`src/isa_pkg.sv`:
```
/* isa_pkg
   instruction set of the 8-bit accumulator core: opcode views, field codes,
   ALU functions, register selects, flag bits and decoded instruction form */
package isa_pkg;

	typedef enum logic [3:0] {
		alu_nul    = 4'b0000,	// function 0, reset value only
		alu_sub    = 4'b0001,	// a - b, used by cmp
		alu_pass_b = 4'b1000,	// c_bus = b_bus
		alu_pass_a = 4'b1001	// c_bus = acc
	} alu_op_t;

	typedef enum logic [2:0] {
		sel_acc   = 3'b000,
		sel_ax    = 3'b001,
		sel_bx    = 3'b010,
		sel_pc_lo = 3'b011,
		sel_flag  = 3'b100,
		sel_p     = 3'b101,	// port register
		sel_d_bus = 3'b110,	// external data bus
		sel_imm   = 3'b111	// operand follows in code memory
	} reg_sel_t;

	typedef struct packed {
		logic carry;	// bit 2
		logic positive;	// bit 1
		logic zero;	// bit 0
	} flag_t;

	// one opcode byte, read either as alu op or as move/branch op
	typedef union packed {
		struct packed {
			logic     top;	// clear for alu group
			alu_op_t  func;	// also the branch condition
			reg_sel_t src;
		} alu;
		struct packed {
			logic [1:0] major;	// instruction group
			logic [2:0] dest;	// destination or condition low bits
			reg_sel_t   src;
		} mv;
	} opcode_u;

	localparam logic [1:0] maj_alu = 2'b00;	// alu group, reg or imm
	localparam logic [1:0] maj_ldi = 2'b10;	// with src imm
	localparam logic [4:0] pfx_cmp = 5'b01000;
	localparam logic [4:0] pfx_ld  = 5'b10001;
	localparam logic [4:0] pfx_st  = 5'b10010;

	// branch condition codes, bits 6:3
	localparam logic [3:0] cond_je  = 4'b0011;
	localparam logic [3:0] cond_jne = 4'b0100;
	localparam logic [3:0] cond_jp  = 4'b0101;
	localparam logic [3:0] cond_jn  = 4'b0110;
	localparam logic [3:0] cond_jc  = 4'b0111;
	localparam logic [3:0] cond_jnc = 4'b1000;
	localparam logic [3:0] cond_jmp = 4'b1001;

	typedef enum logic [3:0] {
		alu_reg, cmp_reg, ld_reg, st_reg,	// 2 cycles
		alu_imm, cmp_imm, ldi,	// 3 cycles
		branch,	// 4 cycles
		unsupported	// runs as nop
	} iclass_t;

	typedef struct packed {
		iclass_t  iclass;
		alu_op_t  alu_op;	// bits 6:3 as given
		reg_sel_t src_sel;
		reg_sel_t dest_sel;	// bits 5:3
		logic     taken;	// branch condition met
	} decoded_t;

endpackage

```
`src/ctrl_pkg.sv`:
```
/* ctrl_pkg
   datapath control side: sequencer states and the registered control word */
package ctrl_pkg;
	import isa_pkg::*;

	typedef enum logic [5:0] {
		s0 = 6'b000001,	// opcode fetch
		s1 = 6'b000010,	// register-direct execute
		s2 = 6'b000100,	// immediate operand
		s3 = 6'b001000,	// branch high operand
		s4 = 6'b010000,	// reserved
		s5 = 6'b100000	// reserved
	} seq_state_t;

	typedef struct packed {
		logic     code_cs_l;	// code memory select
		logic     code_rd_l;	// code memory read
		logic     w_opl_l;	// opcode latch
		logic     w_oplo_l;	// operand low latch
		logic     w_ophi_l;	// operand high latch
		logic     w_acc_l;
		logic     w_ax_l;
		logic     w_bx_l;
		logic     w_p_l;
		logic     w_flag_l;
		logic     w_pc_l;
		logic     pc_mux;	// low loads branch target
		logic     flag_mux;	// low takes flags from c_bus
		alu_op_t  alu_func;
		reg_sel_t bbus_mux;
	} ctrl_word_t;

	localparam ctrl_word_t ctrl_reset = '{
		code_cs_l: 1'b1, code_rd_l: 1'b1, w_opl_l: 1'b1,
		w_oplo_l: 1'b1, w_ophi_l: 1'b1, w_acc_l: 1'b1,
		w_ax_l: 1'b1, w_bx_l: 1'b1, w_p_l: 1'b1,
		w_flag_l: 1'b1, w_pc_l: 1'b1,
		pc_mux: 1'b1, flag_mux: 1'b1,
		alu_func: alu_nul, bbus_mux: sel_acc
	};

	// base word for every step, strobes all idle
	localparam ctrl_word_t ctrl_idle = '{
		code_cs_l: 1'b1, code_rd_l: 1'b1, w_opl_l: 1'b1,
		w_oplo_l: 1'b1, w_ophi_l: 1'b1, w_acc_l: 1'b1,
		w_ax_l: 1'b1, w_bx_l: 1'b1, w_p_l: 1'b1,
		w_flag_l: 1'b1, w_pc_l: 1'b1,
		pc_mux: 1'b1, flag_mux: 1'b1,
		alu_func: alu_pass_b, bbus_mux: sel_d_bus
	};

endpackage

```
`src/ctrl_encoder.sv`:
```
/* ctrl_encoder
   builds the control word for the current step and instruction class,
   registered so it takes effect in the following step */
module ctrl_encoder
	import isa_pkg::*;
	import ctrl_pkg::*;
#(
	parameter int op_width = 8
) (
	input  logic       sys_clk,
	input  logic       sys_rst,
	input  seq_state_t seq_state,
	input  decoded_t   decoded,
	output ctrl_word_t ctrl
);

	localparam int sel_w = op_width - 5;	// register field below the 5 class bits

	ctrl_word_t        ctrl_nxt;
	logic [sel_w-1:0]  st_dst;	// st target, from src field
	logic [sel_w-1:0]  ldi_dst;	// ldi target, bits 5:3
	logic              imm_cls;	// needs an operand fetch in s2

	assign st_dst  = decoded.src_sel;
	assign ldi_dst = decoded.dest_sel;
	assign imm_cls = (decoded.iclass == alu_imm) || (decoded.iclass == cmp_imm) ||
		(decoded.iclass == ldi) || (decoded.iclass == branch);

	always_comb begin
		ctrl_nxt = ctrl_idle;
		case (seq_state)
			s0: begin
				ctrl_nxt.code_cs_l = 1'b0;	// read opcode
				ctrl_nxt.code_rd_l = 1'b0;
				ctrl_nxt.w_opl_l   = 1'b0;
			end
			s1: begin
				ctrl_nxt.w_pc_l = 1'b0;	// pc steps for every class
				case (decoded.iclass)
					alu_reg: begin
						ctrl_nxt.alu_func = decoded.alu_op;
						ctrl_nxt.w_acc_l  = 1'b0;
						ctrl_nxt.w_flag_l = 1'b0;
						ctrl_nxt.bbus_mux = decoded.src_sel;
					end
					cmp_reg: begin
						ctrl_nxt.alu_func = alu_sub;	// flags only
						ctrl_nxt.w_flag_l = 1'b0;
						ctrl_nxt.bbus_mux = decoded.src_sel;
					end
					ld_reg: begin
						ctrl_nxt.alu_func = alu_pass_b;
						ctrl_nxt.w_acc_l  = 1'b0;
						ctrl_nxt.bbus_mux = decoded.src_sel;
					end
					st_reg: begin
						ctrl_nxt.alu_func = alu_pass_a;	// acc onto c_bus
						ctrl_nxt.bbus_mux = sel_ax;	// keeps port off b_bus
						case (st_dst)
							sel_ax: ctrl_nxt.w_ax_l = 1'b0;
							sel_bx: ctrl_nxt.w_bx_l = 1'b0;
							sel_flag: begin
								ctrl_nxt.w_flag_l = 1'b0;
								ctrl_nxt.flag_mux = 1'b0;	// flags from c_bus
							end
							sel_p:   ctrl_nxt.w_p_l = 1'b0;
							default: ;	// no writable target
						endcase
					end
					default: ;	// imm, branch, nop: pc only
				endcase
			end
			s2: begin
				if (imm_cls) begin
					ctrl_nxt.code_cs_l = 1'b0;	// fetch operand byte
					ctrl_nxt.code_rd_l = 1'b0;
					ctrl_nxt.w_oplo_l  = 1'b0;
					ctrl_nxt.w_pc_l    = 1'b0;
				end
				case (decoded.iclass)
					ldi: begin
						case (ldi_dst)
							sel_acc: ctrl_nxt.w_acc_l = 1'b0;
							sel_ax:  ctrl_nxt.w_ax_l  = 1'b0;
							sel_bx:  ctrl_nxt.w_bx_l  = 1'b0;
							sel_p:   ctrl_nxt.w_p_l   = 1'b0;
							default: ;
						endcase
					end
					alu_imm: begin
						ctrl_nxt.alu_func = decoded.alu_op;
						ctrl_nxt.w_acc_l  = 1'b0;
						ctrl_nxt.w_flag_l = 1'b0;
					end
					cmp_imm: begin
						ctrl_nxt.alu_func = alu_sub;
						ctrl_nxt.w_flag_l = 1'b0;
					end
					default: ;	// branch needs only the common fetch
				endcase
			end
			s3: begin
				if (decoded.iclass == branch) begin
					ctrl_nxt.w_ophi_l = 1'b0;	// high target byte
					ctrl_nxt.w_pc_l   = 1'b0;
					ctrl_nxt.pc_mux   = ~decoded.taken;	// low loads target
				end
			end
			default: ;	// reserved steps stay idle
		endcase
	end

	always_ff @(posedge sys_clk or negedge sys_rst) begin
		if (!sys_rst)
			ctrl <= ctrl_reset;
		else
			ctrl <= ctrl_nxt;
	end

endmodule

```
`src/opcode_decoder.sv`:
```
/* opcode_decoder
   classifies the latched opcode, pulls out its fields and resolves the
   branch condition against the flags */
module opcode_decoder
	import isa_pkg::*;
#(
	parameter int op_width = 8
) (
	input  opcode_u  reg_opl,
	input  flag_t    reg_flag,
	output decoded_t decoded
);

	logic [op_width-1:0] op_raw;	// raw opcode byte
	logic [4:0]          pfx;	// class prefix, bits 7:3
	logic [3:0]          cond;	// branch condition code
	logic                src_imm;	// operand comes from code memory

	assign op_raw  = reg_opl;
	assign pfx     = {reg_opl.mv.major, reg_opl.mv.dest};
	assign cond    = reg_opl.alu.func;
	assign src_imm = (reg_opl.alu.src == sel_imm);

	always_comb begin
		if (reg_opl.mv.major == maj_alu)	// alu, reg or imm
			decoded.iclass = src_imm ? alu_imm : alu_reg;
		else if (pfx == pfx_cmp)
			decoded.iclass = src_imm ? cmp_imm : cmp_reg;
		else if (pfx == pfx_ld && !src_imm)
			decoded.iclass = ld_reg;
		else if (pfx == pfx_st && !src_imm)
			decoded.iclass = st_reg;
		else if (reg_opl.mv.major == maj_ldi && src_imm)
			decoded.iclass = ldi;
		else if (op_raw[op_width-1] && reg_opl.alu.src == sel_acc)	// jumps, src 000
			decoded.iclass = branch;
		else
			decoded.iclass = unsupported;	// stack, ldm/stm and the rest
	end

	always_comb begin
		case (cond)
			cond_je:  decoded.taken = reg_flag.zero;
			cond_jne: decoded.taken = ~reg_flag.zero;
			cond_jp:  decoded.taken = reg_flag.positive;
			cond_jn:  decoded.taken = ~reg_flag.positive;
			cond_jc:  decoded.taken = reg_flag.carry;
			cond_jnc: decoded.taken = ~reg_flag.carry;
			cond_jmp: decoded.taken = 1'b1;	// unconditional
			default:  decoded.taken = 1'b0;	// undefined code never jumps
		endcase
	end

	assign decoded.alu_op   = reg_opl.alu.func;	// bits 6:3 straight through
	assign decoded.src_sel  = reg_opl.alu.src;
	assign decoded.dest_sel = reg_sel_t'(reg_opl.mv.dest);	// ldi destination

endmodule

```
`src/popcorn_sequencer.sv`:
```
/* popcorn_sequencer
   control sequencer top: opcode decoder, step FSM and control word encoder */
module popcorn_sequencer
	import isa_pkg::*;
	import ctrl_pkg::*;
#(
	parameter int op_width = 8
) (
	input  logic       sys_clk,
	input  logic       sys_rst,
	input  opcode_u    reg_opl,
	input  flag_t      reg_flag,
	output seq_state_t seq_state,
	output ctrl_word_t ctrl
);

	decoded_t decoded;	// class, fields and branch result

	opcode_decoder #(.op_width(op_width)) decoder_i (
		.reg_opl  (reg_opl),
		.reg_flag (reg_flag),
		.decoded  (decoded)
	);

	seq_fsm fsm_i (
		.sys_clk   (sys_clk),
		.sys_rst   (sys_rst),
		.decoded   (decoded),
		.seq_state (seq_state)
	);

	ctrl_encoder #(.op_width(op_width)) encoder_i (
		.sys_clk   (sys_clk),
		.sys_rst   (sys_rst),
		.seq_state (seq_state),
		.decoded   (decoded),
		.ctrl      (ctrl)
	);

endmodule

```
`src/seq_fsm.sv`:
```
/* seq_fsm
   one-hot step register, s0 fetch through s3 branch operand */
module seq_fsm
	import isa_pkg::*;
	import ctrl_pkg::*;
(
	input  logic       sys_clk,
	input  logic       sys_rst,
	input  decoded_t   decoded,
	output seq_state_t seq_state
);

	seq_state_t state_nxt;
	logic       two_cycle;	// done after s1
	logic       is_branch;

	assign two_cycle = (decoded.iclass == alu_reg) || (decoded.iclass == cmp_reg) ||
		(decoded.iclass == ld_reg) || (decoded.iclass == st_reg) ||
		(decoded.iclass == unsupported);
	assign is_branch = (decoded.iclass == branch);

	always_comb begin
		case (seq_state)
			s0:      state_nxt = s1;	// opcode now latched
			s1:      state_nxt = two_cycle ? s0 : s2;
			s2:      state_nxt = is_branch ? s3 : s0;	// high byte for jumps
			s3:      state_nxt = s0;
			default: state_nxt = s0;	// s4, s5 and illegal codes
		endcase
	end

	always_ff @(posedge sys_clk or negedge sys_rst) begin
		if (!sys_rst)
			seq_state <= s0;
		else
			seq_state <= state_nxt;
	end

endmodule
```
`config.mk`:
```
export PLATFORM = sky130hd
export DESIGN_NAME = popcorn_sequencer
export DESIGN_NICKNAME = d
export VERILOG_FILES = /design/src/isa_pkg.sv /design/src/ctrl_pkg.sv /design/src/ctrl_encoder.sv /design/src/opcode_decoder.sv /design/src/popcorn_sequencer.sv /design/src/seq_fsm.sv
export SDC_FILE = /design/constraint.sdc
export NUM_CORES = 1
export LEC_CHECK = 0
export ABC_AREA = 0
export BUFFER_PORTS_ARGS = -buffer_cell sky130_fd_sc_hd__buf_4
export CAP_MARGIN = 20
export CORE_ASPECT_RATIO = 1.1
export CORE_MARGIN = 10
export CORE_UTILIZATION = 35
export DETAILED_ROUTE_END_ITERATION = 16
export GPL_ROUTABILITY_DRIVEN = 0
export SKIP_LAST_GASP = 1
export SYNTH_ARGS = -nofsm -noshare
export SYNTH_HDL_FRONTEND = slang
export SYNTH_HIERARCHICAL = 1
export SYNTH_SLANG_ARGS = --single-unit
```
`constraint.sdc`:
```
create_clock -name sys_clk -period 5.61 [get_ports sys_clk]
set_input_delay 1.122 -clock sys_clk [delete_from_list [all_inputs] [get_ports sys_clk]]
set_output_delay 1.122 -clock sys_clk [all_outputs]
set_load 0.01 [all_outputs]
```
==> run metrics <==
Syn-to-layout area delta=18.5%; worst-path maximum fanout=10; Num CTS Buffers=3; DRT iter0 DRCs=39; Max stage delay on crit path=between 0.7 and 0.8 ns; CTS tree=built; largest net degree at the start of global routing=24; fin crit share=between 60 and 70%; die area=0.00715 sq mm; routed vias/inst=roughly 5.3; Async S/R FF share, synth=100%; Max Cap Violations=0; status=finished clean; Yosys cell types=51; syn avg cell area=9.85 sq um; EDFF count, synth=0; Setup CP Type=input port to flop; CORE AREA=0.00399 sq mm; Most used DFF post-synth=dfstp_2; RSZ-0062 raised after global routing=false; Starting Density=about 36%; CTS Buffer Depth=2; drt pass-1 iters=4; final wirelength=3460 microns; DRC=0; Reg-to-Reg Start=fsm_i/seq_state[3]; Post-CTS Setup Bufs=0; Power Total=0.000436 W; Overall Global Routing Usage=roughly a tenth; H-tree depth=1; worst path cell trace=buf_4, or4b_4, a31o_1, a221oi_2, nand2_1, or4b_2, or2_1; setup tns final=0 ns; antenna violations before repair=0; Final Hold Viols=0; WHS Path Cells=1; fill cell count=between 400 and 500; number of synthesized register bits=23; sequential share of the synthesized area=between 40% and 50%; # IOs=39; relative slew slack=around 36%; Critical Path RT=a little under 6 ns; reg2reg path depth=3; Mapped Area=roughly 0.0015 sq mm; reg2reg end=encoder_i/ctrl[6]; crit start category=input port; share of layout cells above drive strength 1=a little under two fifths; Multi-input gate area=between 700 and 800 sq um; fin nets=186; n_diodes=0; leading area contributor after synthesis=dfstp_2; clk sinks=23; Critical Path AT=3.83 ns; power per cell area=252 mW/mm^2; Lkg Pwr=a little under 0.7 nW; grt ovf=0; reg2reg setup slack=3.72 ns; PostCTS Resize Cnt=0; input/output buffers=36; Synth top area share=23.4%; floorplan row count=24; min-delay src=fsm_i/seq_state[0]; max-slew violations=0; CTS Root Cell=clkbuf_8; skew final=between 0.005 and 0.006 ns; DP HPWL=~2700 microns; CP endpoint kind=flop; first-pass GRT wire length=around 5700 microns; Layout Utilization=a little over two fifths; Setup Viol. Count Final=0; destination of the worst hold path=encoder_i/ctrl[17]; Max Freq=between 200 and 300 MHz; Hold Buf Count CTS=0; synth top area cells=dfstp_2 23%, dfrtp_1 17%, buf_4 6.7%, nor2b_1 3.4%, o211ai_1 2.6%; DR vias=between 1000 and 1500; fin crit period=3.64 ns; Hold Crit Class=flop to flop; Die H=slightly below 90 microns; Worst path slowest cell=or4b_2; worst slew pin tran=between 0.9 and 1 ns; Die X=roughly 82 microns; Seq. cell area=between 500 and 600 sq um; cells after synthesis=148; Skew-Pair Late Insertion Delay=roughly 0.26 ns; maximum VDD drop=roughly 110 uV; Avg WL per Cell=between 15 and 20 microns; Detail Route Antenna Nets=0; Ys Warns=6; number of global-route vias before repair=1224; Reg clk slew, reported paths=0.08 ns
[worst max-delay path: cells and delay by family]
family	cells	cell delay (ns)
buffers and inverters	1	0.14
AO/OA/AOI/OAI	2	0.81
AND/OR/NAND/NOR	4	1.74
[cells in the mapped netlist, types with 4 or more instances]
library cell   n
nand2_1        4
nor3_1         5
nor2b_1        8
buf_4         13
nor2_1         8
clkbuf_1       4
inv_1          6
dfstp_2       13
a21oi_1        5
o211ai_1       5
dfrtp_1       10
nand3_1        4
[metrics by stage]
step	cells	worst slack [ns]	hold slack (ns)	instance area [sq um]
global route	224	1.89	0.575	1730
floorplan	149	2.14	0.499	1460
CTS	224	1.98	0.548	1730
global placement	220	1.78	0.507	1680
detailed placement	220	1.72	0.528	1680
finish	224	1.97	0.542	1730
[report_power, final]
group	total, W	switching (W)	internal (W)
Sequential	0.000209	0.0000235	0.000186
Combinational	0.000129	0.0000679	0.0000613
Clock	0.0000976	0.0000481	0.0000495
[cell families after synthesis]
logic type	share of synthesized area, %
buffers and inverters	10.0
DFF	40.6
xor gates and xnor gates	0.601
AOI/OAI and AO/OA	19.0
other	0.257
and+or+nand+nor	28.0
muxes	1.54
[sequential cells by signal, summed over array words and instances, names as in the netlist]
signal           cells
encoder_i/ctrl      19
fsm_i/seq_state      4
[worst max-delay path by stage]
stage / depth (start not counted) / to / start / slack [ns]
after floorplan: 6 / encoder_i/ctrl[7] / reg_opl[2] / 2.14
after global placement: 7 / encoder_i/ctrl[7] / reg_opl[2] / 1.78
after detailed placement: 7 / encoder_i/ctrl[7] / reg_opl[2] / 1.72
after CTS: 7 / encoder_i/ctrl[7] / reg_opl[2] / 1.98
after global routing: 7 / encoder_i/ctrl[7] / reg_opl[2] / 1.89
final: 7 / encoder_i/ctrl[7] / reg_opl[2] / 1.97
[cells in the final DEF, fill, tap and decap left out, types with 4 or more instances in the layout]
cell       n
a21oi_1    5
buf_4     37
dfrtp_1   10
dfstp_2   13
inv_1      6
nand2_1    4
nand3_1    4
nor2_1     8
nor2b_1    8
nor3_1     5
o211ai_1   5
[routing by layer]
layer | vias up | global-route usage (%) | wire length [microns]
li1 | 588 | - | -
met1 | 579 | 11.3 | 1510
met3 | 4 | 1.23 | 118
met4 | 0 | 5.20 | 61
met5 | - | 0 | 0
met2 | 25 | 17.3 | 1770
[cell type report]
class | count | share of cell area, %
Multi-Input combinational cell | 102 | 41.9
Sequential cell | 23 | 34.3
Timing Repair Buffer | 37 | 16.1
Tap cell | 52 | 3.77
Clock buffer | 3 | 2.39
Inverter | 6 | 1.30
Clock inverter | 1 | 0.290
Power figures use the tool's default switching activity.
